**src/frame_pkg.sv**
```systemverilog
package frame_pkg;

    // One byte on the SPI wire
    typedef logic [7:0] spi_byte_t;

    // ~~~~~~~~~~~~~~~~~~~~~~~~~~~~~~~~~~~~~~~~~~~~~~~
    // Subperipheral address map

    localparam spi_byte_t SPI_ADDR_CHIP_ID = 8'hDB;
    localparam spi_byte_t SPI_ADDR_VERSION = 8'hB5;

    // ~~~~~~~~~~~~~~~~~~~~~~~~~~~~~~~~~~~~~~~~~~~~~~~
    // Register contents

    localparam spi_byte_t CHIP_ID = 8'h81;

    localparam int VERSION_LENGTH = 4;

    // The first character sits in the top byte, as a string literal packs it
    localparam logic [VERSION_LENGTH*8-1:0] VERSION_STRING = "v1.0";

endpackage

```
**src/spi_subperipheral_if.sv**
```systemverilog
`timescale 1ns/1ps

interface spi_subperipheral_if;

    frame_pkg::spi_byte_t address;
    logic                 address_valid; // Level, held for the rest of the transaction
    frame_pkg::spi_byte_t copi;
    logic                 copi_valid;    // One clock per data byte
    frame_pkg::spi_byte_t cipo;
    logic                 cipo_valid;

    modport peripheral (
        output address,
        output address_valid,
        output copi,
        output copi_valid,
        input  cipo,
        input  cipo_valid
    );

    modport selector (
        input  address,
        input  address_valid,
        output cipo,
        output cipo_valid
    );

    modport testbench (
        input address,
        input address_valid,
        input copi,
        input copi_valid,
        input cipo,
        input cipo_valid
    );

endinterface

```
**src/display.sv**
```systemverilog
`timescale 1ns/1ps

module display #(
    parameter logic [15:0] H_ACTIVE = 16'd640,
    parameter logic [15:0] H_FRONT  = 16'd16,
    parameter logic [15:0] H_SYNC   = 16'd96,
    parameter logic [15:0] H_BACK   = 16'd48,
    parameter logic [15:0] V_ACTIVE = 16'd400,
    parameter logic [15:0] V_FRONT  = 16'd12,
    parameter logic [15:0] V_SYNC   = 16'd2,
    parameter logic [15:0] V_BACK   = 16'd35
) (
    input  logic       clock,
    input  logic       rst,
    output logic       display_clock,
    output logic       hsync,
    output logic       vsync,
    output logic [3:0] y,
    output logic [2:0] cr,
    output logic [2:0] cb
);

    localparam logic [15:0] H_TOTAL = H_ACTIVE + H_FRONT + H_SYNC + H_BACK;
    localparam logic [15:0] V_TOTAL = V_ACTIVE + V_FRONT + V_SYNC + V_BACK;

    logic [15:0] h_count;
    logic [15:0] v_count;
    logic [15:0] pattern_sum;
    logic        active;
    logic        h_sync_zone;
    logic        v_sync_zone;

    // ~~~~~~~~~~~~~~~~~~~~~~~~~~~~~~~~~~~~~~~~~~~~~~~
    // Pixel clock and timing counters

    always_ff @(posedge clock) begin
        if (rst) begin
            display_clock <= 1'b0;
            h_count       <= '0;
            v_count       <= '0;
        end else begin
            display_clock <= !display_clock;
            if (display_clock) begin // Once per pixel period
                if (h_count == H_TOTAL - 16'd1) begin
                    h_count <= '0;
                    if (v_count == V_TOTAL - 16'd1) begin
                        v_count <= '0;
                    end else begin
                        v_count <= v_count + 16'd1;
                    end
                end else begin
                    h_count <= h_count + 16'd1;
                end
            end
        end
    end

    // ~~~~~~~~~~~~~~~~~~~~~~~~~~~~~~~~~~~~~~~~~~~~~~~
    // Sync and test pattern outputs

    assign active      = (h_count < H_ACTIVE) && (v_count < V_ACTIVE);
    assign h_sync_zone = (h_count >= H_ACTIVE + H_FRONT) &&
                         (h_count <  H_ACTIVE + H_FRONT + H_SYNC);
    assign v_sync_zone = (v_count >= V_ACTIVE + V_FRONT) &&
                         (v_count <  V_ACTIVE + V_FRONT + V_SYNC);
    assign pattern_sum = h_count + v_count;

    always_ff @(posedge clock) begin
        if (rst) begin
            hsync <= 1'b1;
            vsync <= 1'b1;
            y     <= '0;
            cr    <= '0;
            cb    <= '0;
        end else begin
            hsync <= !h_sync_zone; // Both syncs are active low
            vsync <= !v_sync_zone;
            if (active) begin
                y  <= h_count[3:0];
                cr <= v_count[2:0];
                cb <= pattern_sum[2:0];
            end else begin
                y  <= '0;
                cr <= '0;
                cb <= '0;
            end
        end
    end

endmodule

```
**src/spi_peripheral.sv**
```systemverilog
`timescale 1ns/1ps

module spi_peripheral (
    input  logic clock,
    input  logic rst,
    input  logic spi_select,
    input  logic spi_clock,
    input  logic spi_data_in,
    output logic spi_data_out,
    spi_subperipheral_if.peripheral bus
);

    logic [1:0]           select_sync;
    logic [1:0]           sclk_sync;
    logic [1:0]           data_sync;
    logic                 sclk_prev;
    logic                 selected;
    logic                 sclk_rise;
    logic                 sclk_fall;
    logic [2:0]           bit_count;
    frame_pkg::spi_byte_t rx_shift;
    frame_pkg::spi_byte_t rx_byte;
    frame_pkg::spi_byte_t tx_shift;
    logic                 byte_done;
    logic                 load_tx;

    // ~~~~~~~~~~~~~~~~~~~~~~~~~~~~~~~~~~~~~~~~~~~~~~~
    // Pin synchronisers and edge detection

    always_ff @(posedge clock) begin
        if (rst) begin
            select_sync <= 2'b11; // Idle is deselected
            sclk_sync   <= 2'b00;
            data_sync   <= 2'b00;
            sclk_prev   <= 1'b0;
        end else begin
            select_sync <= {select_sync[0], spi_select};
            sclk_sync   <= {sclk_sync[0], spi_clock};
            data_sync   <= {data_sync[0], spi_data_in};
            sclk_prev   <= sclk_sync[1];
        end
    end

    assign selected  = !select_sync[1];
    assign sclk_rise = selected && sclk_sync[1] && !sclk_prev;
    assign sclk_fall = selected && !sclk_sync[1] && sclk_prev;

    // ~~~~~~~~~~~~~~~~~~~~~~~~~~~~~~~~~~~~~~~~~~~~~~~
    // Receive path

    assign rx_byte = {rx_shift[6:0], data_sync[1]};

    always_ff @(posedge clock) begin
        if (rst) begin
            bit_count         <= 3'd0;
            bus.address_valid <= 1'b0;
            bus.copi_valid    <= 1'b0;
            byte_done         <= 1'b0;
        end else begin
            bus.copi_valid <= 1'b0;
            byte_done      <= 1'b0;
            if (!selected) begin
                bit_count         <= 3'd0;
                bus.address_valid <= 1'b0;
            end else if (sclk_rise) begin
                bit_count <= bit_count + 3'd1;
                if (bit_count == 3'd7) begin
                    byte_done <= 1'b1;
                    // First byte of a transaction is always the address
                    if (bus.address_valid) begin
                        bus.copi_valid <= 1'b1;
                    end else begin
                        bus.address_valid <= 1'b1;
                    end
                end
            end
        end
    end

    always_ff @(posedge clock) begin
        if (sclk_rise) begin
            rx_shift <= rx_byte;
            if (bit_count == 3'd7 && !bus.address_valid) begin
                bus.address <= rx_byte;
            end
            if (bit_count == 3'd7 && bus.address_valid) begin
                bus.copi <= rx_byte;
            end
        end
    end

    // ~~~~~~~~~~~~~~~~~~~~~~~~~~~~~~~~~~~~~~~~~~~~~~~
    // Transmit path

    // The load waits one clock after copi_valid so a register can step its index first
    always_ff @(posedge clock) begin
        if (rst) begin
            load_tx  <= 1'b0;
            tx_shift <= '0;
        end else begin
            load_tx <= byte_done;
            if (!selected) begin
                tx_shift <= '0;
            end else if (load_tx) begin
                tx_shift <= bus.cipo_valid ? bus.cipo : 8'h00;
            end else if (sclk_fall && bit_count != 3'd0) begin
                tx_shift <= {tx_shift[6:0], 1'b0}; // MSB of a fresh byte is already out
            end
        end
    end

    assign spi_data_out = tx_shift[7] && !spi_select; // Line released while deselected

endmodule

```
**src/spi_register_version_string.sv**
```systemverilog
`timescale 1ns/1ps

module spi_register_version_string (
    input  logic                 clock,
    input  logic                 rst,
    input  logic                 enable,
    input  logic                 copi_valid,
    output frame_pkg::spi_byte_t data,
    output logic                 data_valid
);

    localparam int INDEX_WIDTH = $clog2(frame_pkg::VERSION_LENGTH + 1);

    logic [INDEX_WIDTH-1:0] index;

    // Index saturates at the end of the string so it never wraps back to the start
    always_ff @(posedge clock) begin
        if (rst || !enable) begin
            index <= '0;
        end else if (copi_valid && index < frame_pkg::VERSION_LENGTH) begin
            index <= index + 1'b1;
        end
    end

    always_comb begin
        if (index < frame_pkg::VERSION_LENGTH) begin
            data = frame_pkg::VERSION_STRING[(frame_pkg::VERSION_LENGTH - 1 - index) * 8 +: 8];
        end else begin
            data = 8'h00; // Past the last character
        end
    end

    assign data_valid = enable;

endmodule

```
**src/spi_subperipheral_selector.sv**
```systemverilog
`timescale 1ns/1ps

module spi_subperipheral_selector (
    spi_subperipheral_if.selector bus,
    output logic                 version_enable,
    input  frame_pkg::spi_byte_t version_data,
    input  logic                 version_data_valid
);

    always_comb begin
        bus.cipo       = 8'h00;
        bus.cipo_valid = 1'b0;
        version_enable = 1'b0;

        if (bus.address_valid) begin
            case (bus.address)
                frame_pkg::SPI_ADDR_CHIP_ID: begin
                    bus.cipo       = frame_pkg::CHIP_ID; // Constant, no block of its own
                    bus.cipo_valid = 1'b1;
                end
                frame_pkg::SPI_ADDR_VERSION: begin
                    version_enable = 1'b1;
                    bus.cipo       = version_data;
                    bus.cipo_valid = version_data_valid;
                end
                default: begin
                    // Unmapped addresses read back as nothing valid
                    bus.cipo_valid = 1'b0;
                end
            endcase
        end
    end

endmodule

```
**src/top.sv**
```systemverilog
`timescale 1ns/1ps

module top #(
    parameter logic [15:0] H_ACTIVE = 16'd640,
    parameter logic [15:0] H_FRONT  = 16'd16,
    parameter logic [15:0] H_SYNC   = 16'd96,
    parameter logic [15:0] H_BACK   = 16'd48,
    parameter logic [15:0] V_ACTIVE = 16'd400,
    parameter logic [15:0] V_FRONT  = 16'd12,
    parameter logic [15:0] V_SYNC   = 16'd2,
    parameter logic [15:0] V_BACK   = 16'd35
) (
    input  logic       clock,
    input  logic       rst,
    input  logic       spi_select,
    input  logic       spi_clock,
    input  logic       spi_data_in,
    output logic       spi_data_out,
    output logic       display_clock,
    output logic       display_hsync,
    output logic       display_vsync,
    output logic [3:0] display_y,
    output logic [2:0] display_cr,
    output logic [2:0] display_cb
);

    // ~~~~~~~~~~~~~~~~~~~~~~~~~~~~~~~~~~~~~~~~~~~~~~~
    // SPI path

    spi_subperipheral_if spi_bus ();

    logic                 version_enable;
    frame_pkg::spi_byte_t version_data;
    logic                 version_data_valid;

    spi_peripheral spi_peripheral (
        .clock        (clock),
        .rst          (rst),
        .spi_select   (spi_select),
        .spi_clock    (spi_clock),
        .spi_data_in  (spi_data_in),
        .spi_data_out (spi_data_out),
        .bus          (spi_bus.peripheral)
    );

    spi_subperipheral_selector spi_subperipheral_selector (
        .bus                (spi_bus.selector),
        .version_enable     (version_enable),
        .version_data       (version_data),
        .version_data_valid (version_data_valid)
    );

    spi_register_version_string spi_register_version_string (
        .clock      (clock),
        .rst        (rst),
        .enable     (version_enable),
        .copi_valid (spi_bus.copi_valid), // Steps the character index
        .data       (version_data),
        .data_valid (version_data_valid)
    );

    // ~~~~~~~~~~~~~~~~~~~~~~~~~~~~~~~~~~~~~~~~~~~~~~~
    // Display

    display #(
        .H_ACTIVE (H_ACTIVE),
        .H_FRONT  (H_FRONT),
        .H_SYNC   (H_SYNC),
        .H_BACK   (H_BACK),
        .V_ACTIVE (V_ACTIVE),
        .V_FRONT  (V_FRONT),
        .V_SYNC   (V_SYNC),
        .V_BACK   (V_BACK)
    ) display (
        .clock         (clock),
        .rst           (rst),
        .display_clock (display_clock),
        .hsync         (display_hsync),
        .vsync         (display_vsync),
        .y             (display_y),
        .cr            (display_cr),
        .cb            (display_cb)
    );

endmodule

```
**config.mk**
```make
export PLATFORM = sky130hd
export DESIGN_NAME = top
export DESIGN_NICKNAME = d
export VERILOG_FILES = /design/src/frame_pkg.sv /design/src/spi_subperipheral_if.sv /design/src/display.sv /design/src/spi_peripheral.sv /design/src/spi_register_version_string.sv /design/src/spi_subperipheral_selector.sv /design/src/top.sv
export SDC_FILE = /design/constraint.sdc
export NUM_CORES = 1
export LEC_CHECK = 0
export BUFFER_PORTS_ARGS = -buffer_cell sky130_fd_sc_hd__buf_2
export CORE_ASPECT_RATIO = 0.5
export CORE_MARGIN = 5
export CORE_UTILIZATION = 50
export CTS_CLUSTER_SIZE = 24
export DETAILED_ROUTE_END_ITERATION = 16
export PLACE_DENSITY_LB_ADDON = 0.25
export SETUP_SLACK_MARGIN = 0.1
export SYNTH_ARGS = -nofsm -noshare
export SYNTH_HDL_FRONTEND = slang
export SYNTH_SLANG_ARGS = --single-unit
```
**constraint.sdc**
```tcl
create_clock -name clock -period 2.4 [get_ports clock]
set_input_delay 0.24 -clock clock [delete_from_list [all_inputs] [get_ports clock]]
set_output_delay 0.24 -clock clock [all_outputs]
set_load 0.02 [all_outputs]
```
# Word-level counts from Yosys, hierarchy flattened

Index checks and enable logic that the tools add are counted.

Register bits after elaboration: 85
Latch bits: 0
Bits in writable memories: 0
Memory bits (read-only): 0
Input port bits: 5
Output and inout bits: 14
Logic and storage cells: 87
Memories: 0

Add/sub/neg operators: 6
$mul: 0
Div/mod/pow operators: 0
Magnitude comparators: 7
Equal/unequal tests: 5
Shift-type cells: 1
Muxes and demuxes: 14
Bitwise logic cells: 3
Reduce and logical (&&, ||, !) cells: 30

Operators with widths:

| kind                     | count |
|---|---|
| $mux 8                   | 5 |
| $shiftx 32x33->8 const A | 1 |
| $add 16x1->16 const B    | 2 |
| $lt 16x10->1 const B     | 2 |
| $lt 16x9->1 const B      | 2 |
| $mux 16                  | 2 |
| $eq 16x10->1 const B     | 1 |
| $eq 16x9->1 const B      | 1 |
| $eq 8x8->1 const B       | 2 |
| $ge 16x10->1 const B     | 1 |
| $ge 16x9->1 const B      | 1 |
| $pmux 8 s2               | 1 |
| $logic_and 1x1->1        | 11 |
| $logic_not 1->1          | 9 |
| $add 3x1->3 const B      | 2 |
| $reduce_and 2->1         | 3 |
| $mux 1                   | 5 |
| $reduce_or 2->1          | 2 |
| $reduce_or 4->1          | 1 |
| $sub 2x3->4 const A      | 1 |
| $add 3x3->3              | 1 |
| $eq 3x3->1 const B       | 1 |
| $lt 3x3->1 const B       | 1 |
| $not 1->1                | 3 |
| 5 further kinds          | 5 |

# Logic depth before layout (Yosys ltp)

Gate-level depths: netlist of the first run.

Depth in word-level cells: 7
Mapped depth: 7
Mapped depth without buffers: 6

# Cells and area by module

From an unflattened synthesis of the first run, not the netlist that was laid out.

Cells, all modules: 420
Area, all modules: 4256.6 µm²

Modules (own cells, without submodules):

| module                      | times used | cells an instance | area each (µm²) | seq. area each (µm²) |
|---|---|---|---|---|
| display                     | 1          | 253               | 2282.2          | 900.9 |
| spi_peripheral              | 1          | 126               | 1657.8          | 1131.1 |
| spi_register_version_string | 1          | 23                | 181.4           | 60.1 |
| spi_subperipheral_selector  | 1          | 18                | 135.1           | 0.0 |

# Worst setup path before layout of the first run

No wires, ideal clock.

Path type: reg2reg
Start point: register display.h_count[10]
End point: register display.h_count[0]
Data arrival time: 2087 ps
Required time: 2283 ps
Slack: 196 ps
Cell stages (with the launch flop): 7
Buffers on the path: 2
Path through: dfxtp_1 -> or4_4 -> or4_4 -> buf_6 -> o21ai_0 -> buf_2 -> nor2_1

Longest elaborated chain between the ends: 2

Ends and longest elaborated chain:

| item                   | RTL line      | source |
|---|---|---|
| start, declared        | display.sv:26 | `logic [15:0] h_count;` |
| start signal, assigned | display.sv:52 | `h_count <= h_count + 16'd1;` |
| $eq 16x10->1           | display.sv:44 | `if (h_count == H_TOTAL - 16'd1) begin` |
| $mux 16                | display.sv:44 |  |

No other way between the ends.
A chain may end at the register's enable or synchronous reset.

# Worst setup path in the final report of the first run

Start point: register display.h_count[10]
End point: register display.v_count[8]

Longest elaborated chain between the ends: 2

Ends and longest elaborated chain:

| item                              | RTL line      | source |
|---|---|---|
| $eq 16x10->1                      | display.sv:44 |  |
| $reduce_and 2->1 (no source line) | -             |  |
| end signal, assigned              | display.sv:49 | `v_count <= v_count + 16'd1;` |
| end, declared                     | display.sv:27 | `logic [15:0] v_count;` |

No other way between the ends.

==> flow_results.xml, run 1 <==
<?xml version="1.0" encoding="UTF-8"?>
<metrics>
  <group name="hold_path">
    <metric name="holdPathEnd" unit="">spi_peripheral.select_sync[0]$_SDFF_PP1_</metric>
    <metric name="min-delay-start" unit="">spi_select</metric>
    <metric name="holdCritPathClass" unit="">in2reg</metric>
    <metric name="holdPathStages" unit="">2</metric>
  </group>
  <group name="die">
    <metric name="die_w" unit="um">133</metric>
    <metric name="core" unit="um2">7380</metric>
    <metric name="die-height" unit="um">71.7</metric>
    <metric name="top_level_ports" unit="">19</metric>
    <metric name="initial_core_util" unit="">0.516</metric>
    <metric name="die_area" unit="um2">9560</metric>
    <metric name="rows" unit="">22</metric>
  </group>
  <group name="grt">
    <metric name="initial_antenna_violation_count" unit="">0</metric>
    <metric name="grt_remaining_overflow" unit="">0</metric>
    <metric name="first_global_vias" unit="">2827</metric>
    <metric name="groute.usage.overall" unit="">0.169</metric>
    <metric name="grt_pass1_wl" unit="mm">13.1</metric>
    <metric name="pin_count_of_the_biggest_net_entering_global_routing" unit="">27</metric>
  </group>
  <group name="sta">
    <metric name="clock_skew" unit="ns">0.00651</metric>
    <metric name="timing.final.hold_violations" unit="">0</metric>
    <metric name="slew_violations" unit="">0</metric>
    <metric name="final-setup-viol-count" unit="">0</metric>
    <metric name="achievable-frequency" unit="MHz">460</metric>
    <metric name="postLayoutSetupSlackWorst" unit="ns">0.228</metric>
    <metric name="final_period_utilization" unit="">0.905</metric>
    <metric name="rsz0062_at_grt" unit="">no</metric>
    <metric name="tns" unit="ns">0</metric>
    <metric name="timing.final.crit_period" unit="ns">2.17</metric>
    <metric name="slew-limit-headroom" unit="">0.592</metric>
    <metric name="worst_pin_slew" unit="ns">0.610</metric>
  </group>
  <group name="worst_setup_path">
    <metric name="critPathCaptureType" unit="">flip-flop</metric>
    <metric name="path_cells" unit="">or4_4 -&gt; or4_4 -&gt; or4_1 -&gt; o22ai_1</metric>
    <metric name="crit_path_max_fanout" unit="">14</metric>
    <metric name="number_of_cells_on_the_worst_reg_to_reg_path" unit="">4</metric>
    <metric name="critPathArrivalTime" unit="ns">2.43</metric>
    <metric name="flop_to_flop_setup_slack" unit="ns">0.23</metric>
    <metric name="reg2reg_to" unit="">display.v_count[8]$_SDFFE_PP0P_</metric>
    <metric name="cpMostUsedCell" unit="">or4_4</metric>
    <metric name="r2r_start" unit="">display.h_count[10]$_SDFFE_PP0P_</metric>
    <metric name="crit_slowest_cell" unit="">or4_4</metric>
    <metric name="required" unit="ns">2.66</metric>
    <metric name="worst_path_largest_cell_delay" unit="ns">0.56</metric>
    <metric name="worst-setup-path-type" unit="">reg2reg</metric>
    <metric name="worst_setup_path_start_kind" unit="">flip-flop</metric>
  </group>
  <group name="cells_and_area">
    <metric name="finish.net_count" unit="">429</metric>
    <metric name="drive_above_1_share" unit="">0.122</metric>
    <metric name="finish.cell_count_without_fillers" unit="">515</metric>
    <metric name="final_layout_fill_cell_count" unit="">649</metric>
    <metric name="layout.cell_area.non_filler" unit="um2">4210</metric>
    <metric name="area_growth_from_synthesis_to_final_layout" unit="%">10.7</metric>
    <metric name="antenna_cells_inserted" unit="">0</metric>
  </group>
  <group name="place">
    <metric name="half_perimeter_wire_length_of_the_detailed_placement_result" unit="mm">5.22</metric>
    <metric name="dp_worst_setup_slack" unit="ns">0.160</metric>
    <metric name="routabilityCongestion" unit="">0.908</metric>
    <metric name="port_buffers" unit="">18</metric>
    <metric name="placed_cell_area" unit="um2">3930</metric>
    <metric name="place.detailed.instances" unit="">499</metric>
  </group>
  <group name="power_and_ir_drop">
    <metric name="pwr_density_cell" unit="nW/um2">680</metric>
    <metric name="ir_worst_vdd" unit="uV">510</metric>
    <metric name="report.power.total" unit="mW">2.86</metric>
    <metric name="power.static_leakage" unit="nW">1.44</metric>
  </group>
  <group name="job">
    <metric name="maxCapViolations" unit="">0</metric>
  </group>
  <group name="detailed_routing">
    <metric name="finalWirelength" unit="mm">7.52</metric>
    <metric name="drt-initial-drc-count" unit="">209</metric>
    <metric name="drc_errors" unit="">0</metric>
    <metric name="detailroute.via_count" unit="">3007</metric>
    <metric name="drt-vias-per-instance" unit="">5.84</metric>
    <metric name="antenna_left" unit="">0</metric>
    <metric name="routed_wire_length_per_instance" unit="um">14.6</metric>
    <metric name="drt-pass1-iter-count" unit="">5</metric>
  </group>
  <group name="logic_synthesis">
    <metric name="synth_fp_nets" unit="">414</metric>
    <metric name="synthesis.area_per_instance" unit="um2">9.53</metric>
    <metric name="ys_top_cells_by_count" unit="">dfxtp_1, nor2_1, nand3_1</metric>
    <metric name="postSynthCellCount" unit="">399</metric>
    <metric name="cell_variety_after_synth" unit="">52</metric>
    <metric name="synthesis.yosys.warnings" unit="">0</metric>
    <metric name="synth_edf_count" unit="">15</metric>
    <metric name="top_cells_by_area_in_the_synthesized_netlist" unit="">dfxtp_1, edfxtp_1, nand3_1</metric>
    <metric name="synth-seq-area-share" unit="">0.487</metric>
    <metric name="syn-cell-area" unit="um2">3800</metric>
    <metric name="ys_ff_latch" unit="">85</metric>
    <metric name="cell_with_the_most_instances_after_synthesis" unit="">dfxtp_1</metric>
    <metric name="synth_top_area_frac" unit="">0.368</metric>
    <metric name="synth_ff_type" unit="">dfxtp_1</metric>
    <metric name="asyncSetResetFlopFracSynth" unit="">0</metric>
    <metric name="yosys.area.top_type" unit="">dfxtp_1</metric>
  </group>
  <group name="status">
    <metric name="run_status" unit="">finished clean</metric>
  </group>
  <group name="clock_tree">
    <metric name="clk_pin_slew" unit="ns">0.06</metric>
    <metric name="numCtsBuffers" unit="">9</metric>
    <metric name="post_cts_resized" unit="">0</metric>
    <metric name="root_buffer" unit="">clkbuf_16</metric>
    <metric name="number_of_hold_buffers_added_after_cts" unit="">0</metric>
    <metric name="postCtsSetupBuffers" unit="">0</metric>
    <metric name="htree_levels" unit="">3</metric>
    <metric name="tritoncts_clock_tree" unit="">done</metric>
    <metric name="ctsLongestPathBuffers" unit="">2</metric>
    <metric name="numClockSinks" unit="">85</metric>
    <metric name="clkLatencyLatePin" unit="ns">0.34</metric>
  </group>
</metrics>
==> how the worst max path moves through the flow <==
stage / slack [ns] / from / cells after the start / endpoint
final: 0.23 / display.h_count[10]$_SDFFE_PP0P_ / 4 / display.v_count[8]$_SDFFE_PP0P_
after global routing: 0.13 / display.h_count[10]$_SDFFE_PP0P_ / 4 / display.v_count[3]$_SDFFE_PP0P_
after CTS: 0.14 / display.h_count[10]$_SDFFE_PP0P_ / 4 / display.v_count[8]$_SDFFE_PP0P_
after detailed placement: 0.16 / display.h_count[10]$_SDFFE_PP0P_ / 4 / display.v_count[8]$_SDFFE_PP0P_
after global placement: 0.20 / display.h_count[10]$_SDFFE_PP0P_ / 4 / display.v_count[3]$_SDFFE_PP0P_
after floorplan: 0.20 / display.h_count[10]$_SDFFE_PP0P_ / 6 / display.h_count[0]$_SDFFE_PP0P_
==> state kept, by name, indices dropped and copies added, names as in the netlist <==
| name | cells |
|---|---|
| display.h_count | 16 |
| display.v_count | 16 |
| spi_peripheral.bus.address | 8 |
| spi_peripheral.tx_shift | 8 |
| spi_peripheral.rx_shift | 7 |
| display.y | 4 |
| display.cb | 3 |
| display.cr | 3 |
| spi_peripheral.bit_count | 3 |
| spi_register_version_string.index | 3 |
| spi_peripheral.data_sync | 2 |
| spi_peripheral.sclk_sync | 2 |
| spi_peripheral.select_sync | 2 |
| display.display_clock | 1 |
| display.hsync | 1 |
| display.vsync | 1 |
| spi_peripheral.bus.address_valid | 1 |
| spi_peripheral.bus.copi_valid | 1 |
| spi_peripheral.byte_done | 1 |
| spi_peripheral.load_tx | 1 |
| spi_peripheral.sclk_prev | 1 |
==> metrics by stage <==
step	hold slack, ns	util
floorplan	0.344	-
global placement	0.400	0.532
detailed placement	0.399	0.532
CTS	0.0917	0.571
global route	0.100	0.571
finish	0.111	0.571
==> metal layers <==
layer / global-route usage / wire, um / share of wire / vias to the layer above
met2: 0.287 / 3630 / 0.48 / 81
met1: 0.200 / 3350 / 0.44 / 1422
met3: 0.0659 / 440 / 0.058 / 9
met4: 0.0570 / 106 / 0.014 / 0
met5: 0 / 0 / 0 / -
li1: - / - / - / 1495
==> layout by cell type, fill, tap and decap left out, types with 11 or more instances in the layout <==
cell type  netlist  layout
nand3_1         24      24
o21ai_0         11      11
a21oi_1         21      21
edfxtp_1        15      15
buf_2            1      18
inv_1           20      20
nor4_1          13      13
nor2b_1         11      11
nand4_1         18      18
dfxtp_1         70      70
nor3_1          15      15
nor2_1          28      28
nand2_1         17      17
==> area by class of cell <==
cell class                      instances  area (um2)  area share
Inverter                               20        75.1      0.0178
Tap cell                               96         120      0.0285
Multi-Input combinational cell        270        1720       0.407
Timing Repair Buffer                   28         165      0.0392
Clock inverter                          6        53.8      0.0128
Clock buffer                           10         229      0.0544
Sequential cell                        85        1850       0.440
==> where the power goes <==
group	switching [mW]	internal (mW)	total, mW	leakage [nW]
clock network	0.522	0.793	1.32	0.137
registers	0.0145	1.46	1.48	0.701
logic	0.0425	0.0261	0.0686	0.605
==> critical path: cells and delay by family, from the launching register on <==
kind / cells / cell delay (ns)
simple gates: 3 / 1.57
flops: 1 / 0.36
compound gates: 1 / 0.16
==> cell families (layout without fill, tap and decap cells) <==
logic type               after synthesis  count (layout)  share of synthesized area
buffers and inverters                 44              64                     0.0622
adder cells (fa/ha/maj)               10              10                     0.0349
multiplexers                           1               1                    0.00263
AO/OA/AOI/OAI                         68              68                      0.119
AND/OR/NAND/NOR                      177             177                      0.262
XOR/XNOR                              14              14                     0.0322
flip-flops                            85              85                      0.487
Power figures use the tool's default switching activity.
==> run 2, diff against run 1 <==
- PLACE_DENSITY_LB_ADDON: 0.25 -> 0.05
==> flow_results.xml, run 2 (synthesis results as in run 1) <==
<?xml version="1.0" encoding="UTF-8"?>
<metrics>
  <group name="die">
    <metric name="die_w" unit="um">133</metric>
    <metric name="rows" unit="">22</metric>
    <metric name="die-height" unit="um">71.7</metric>
    <metric name="top_level_ports" unit="">19</metric>
    <metric name="initial_core_util" unit="">0.516</metric>
    <metric name="die_area" unit="um2">9560</metric>
    <metric name="core" unit="um2">7380</metric>
  </group>
  <group name="sta">
    <metric name="final_period_utilization" unit="">0.920</metric>
    <metric name="clock_skew" unit="ns">0.00609</metric>
    <metric name="slew-limit-headroom" unit="">0.592</metric>
    <metric name="tns" unit="ns">0</metric>
    <metric name="timing.final.crit_period" unit="ns">2.21</metric>
    <metric name="fin_hold_ws" unit="ns">0.107</metric>
    <metric name="timing.final.hold_violations" unit="">0</metric>
    <metric name="achievable-frequency" unit="MHz">453</metric>
    <metric name="slew_violations" unit="">0</metric>
    <metric name="final-setup-viol-count" unit="">0</metric>
    <metric name="rsz0062_at_grt" unit="">no</metric>
    <metric name="worst_pin_slew" unit="ns">0.609</metric>
  </group>
  <group name="detailed_routing">
    <metric name="finalWirelength" unit="mm">7.74</metric>
    <metric name="drt-initial-drc-count" unit="">236</metric>
    <metric name="detailroute.via_count" unit="">3012</metric>
    <metric name="antenna_left" unit="">0</metric>
    <metric name="drc_errors" unit="">0</metric>
    <metric name="drt-pass1-iter-count" unit="">5</metric>
    <metric name="routed_wire_length_per_instance" unit="um">14.9</metric>
    <metric name="drt-vias-per-instance" unit="">5.81</metric>
  </group>
  <group name="worst_setup_path">
    <metric name="number_of_cells_on_the_worst_reg_to_reg_path" unit="">4</metric>
    <metric name="cp_num_cells" unit="">4</metric>
    <metric name="reg2reg_to" unit="">display.v_count[3]$_SDFFE_PP0P_</metric>
    <metric name="worst-setup-path-type" unit="">reg2reg</metric>
    <metric name="worst_path_largest_cell_delay" unit="ns">0.60</metric>
    <metric name="crit_path_max_fanout" unit="">7</metric>
    <metric name="path_cells" unit="">or4_4 -&gt; or4_4 -&gt; or4_1 -&gt; a31oi_1</metric>
    <metric name="critPathCaptureType" unit="">flip-flop</metric>
    <metric name="r2r_start" unit="">display.h_count[10]$_SDFFE_PP0P_</metric>
    <metric name="cpMostUsedCell" unit="">or4_4</metric>
    <metric name="worst_setup_path_start_kind" unit="">flip-flop</metric>
    <metric name="crit_slowest_cell" unit="">or4_4</metric>
    <metric name="critPathArrivalTime" unit="ns">2.47</metric>
    <metric name="required" unit="ns">2.66</metric>
    <metric name="timing.critical_path.buf_inv" unit="">0</metric>
    <metric name="critical_path.startpoint" unit="">display.h_count[10]$_SDFFE_PP0P_</metric>
    <metric name="flop_to_flop_setup_slack" unit="ns">0.19</metric>
    <metric name="critical_path_s_top_delay_family" unit="">simple AND/OR/NAND/NOR gates</metric>
  </group>
  <group name="clock_tree">
    <metric name="numCtsBuffers" unit="">9</metric>
    <metric name="htree_levels" unit="">3</metric>
    <metric name="clkLatencyLatePin" unit="ns">0.33</metric>
    <metric name="root_buffer" unit="">clkbuf_16</metric>
    <metric name="number_of_hold_buffers_added_after_cts" unit="">0</metric>
    <metric name="tritoncts_clock_tree" unit="">done</metric>
    <metric name="clk_pin_slew" unit="ns">0.06</metric>
    <metric name="ctsLongestPathBuffers" unit="">2</metric>
    <metric name="numClockSinks" unit="">85</metric>
  </group>
  <group name="cells_and_area">
    <metric name="area_growth_from_synthesis_to_final_layout" unit="%">11.7</metric>
    <metric name="drive_above_1_share" unit="">0.137</metric>
    <metric name="mostFrequentLayoutCell" unit="">dfxtp_1</metric>
    <metric name="final_layout_fill_cell_count" unit="">661</metric>
    <metric name="biggestRegsByFlops" unit="">display.h_count (16), display.v_count (16)</metric>
    <metric name="finish.net_count" unit="">432</metric>
    <metric name="antenna_cells_inserted" unit="">0</metric>
    <metric name="final_core_occ" unit="">0.576</metric>
    <metric name="final_cell_mix" unit="">dfxtp_1, nor2_1, nand3_1</metric>
  </group>
  <group name="power_and_ir_drop">
    <metric name="pwr_density_cell" unit="nW/um2">687</metric>
    <metric name="report.power.total" unit="mW">2.92</metric>
    <metric name="ir_worst_vdd" unit="uV">341</metric>
    <metric name="power.static_leakage" unit="nW">1.46</metric>
  </group>
  <group name="grt">
    <metric name="first_global_vias" unit="">2859</metric>
    <metric name="groute.usage.overall" unit="">0.171</metric>
    <metric name="initial_antenna_violation_count" unit="">0</metric>
    <metric name="pin_count_of_the_biggest_net_entering_global_routing" unit="">27</metric>
    <metric name="grt_pass1_wl" unit="mm">13.3</metric>
    <metric name="grt_remaining_overflow" unit="">0</metric>
  </group>
  <group name="place">
    <metric name="routabilityCongestion" unit="">0.813</metric>
    <metric name="half_perimeter_wire_length_of_the_detailed_placement_result" unit="mm">5.25</metric>
    <metric name="port_buffers" unit="">18</metric>
  </group>
  <group name="status">
    <metric name="run_status" unit="">finished clean</metric>
  </group>
  <group name="hold_path">
    <metric name="min-delay-start" unit="">spi_select</metric>
    <metric name="holdCritPathClass" unit="">in2reg</metric>
    <metric name="holdPathEnd" unit="">spi_peripheral.select_sync[0]$_SDFF_PP1_</metric>
    <metric name="holdPathStages" unit="">2</metric>
  </group>
  <group name="job">
    <metric name="maxCapViolations" unit="">0</metric>
  </group>
</metrics>
[run 2: changes by cell type in the layout (fill, tap and decap cells not counted), sizes merged]
cell,previous run,this run
clkinv,5,3
buf,28,31
clkinvlp,0,1
inv,20,21
[run 2: power by group]
group / leakage (nW) / switching, mW / internal [mW] / total [mW]
combinational: 0.615 / 0.0465 / 0.0273 / 0.0738
sequential: 0.702 / 0.0115 / 1.46 / 1.47
clock: 0.145 / 0.540 / 0.832 / 1.37
total: 1.46 / 0.598 / 2.32 / 2.92
[run 2: final cells by class]
cell class                      instances  area (um2)  area share
Tap cell                               96         120      0.0283
Timing Repair Buffer                   31         185      0.0436
Inverter                               20        75.1      0.0177
Clock buffer                           10         239      0.0562
Clock inverter                          6        61.3      0.0144
Sequential cell                        85        1850       0.436
Multi-Input combinational cell        270        1720       0.404
[run 2: worst max-delay path by stage]
stage	slack (ns)	end
3_3_place_gp	0.20	display.v_count[3]$_SDFFE_PP0P_
2_1_floorplan	0.20	display.h_count[0]$_SDFFE_PP0P_
5_1_grt	0.12	display.v_count[3]$_SDFFE_PP0P_
6_report	0.19	display.v_count[3]$_SDFFE_PP0P_
3_5_place_dp	0.18	display.v_count[3]$_SDFFE_PP0P_
4_1_cts	0.15	display.v_count[3]$_SDFFE_PP0P_
[run 2: worst register-to-register path: stages (launching register included)]
cell	delay, ns
dfxtp_2	0.34
or4_4	0.54
or4_4	0.60
or4_1	0.48
a31oi_1	0.17
[run 2: what timing repair did]
item	CTS	global route
endpoints found under the setup margin	0	3
buffers inserted	0	2
resized for setup	0	1
[run 2: through the flow]
step,worst slack (ns),std cells,instance area (um2)
2_1_floorplan,0.196,399,3800
3_3_place_gp,0.203,500,3940
3_5_place_dp,0.176,500,3940
4_1_cts,0.151,516,4240
5_1_grt,0.121,518,4250
6_report,0.191,518,4250
[run 2: per-layer routing]
layer / track usage / up-vias / part of all wire
li1: - / 1493 / -
met1: 0.212 / 1438 / 0.47
met2: 0.289 / 72 / 0.47
met3: 0.0554 / 9 / 0.052
met4: 0.0479 / 0 / 0.0090
met5: 0 / - / 0
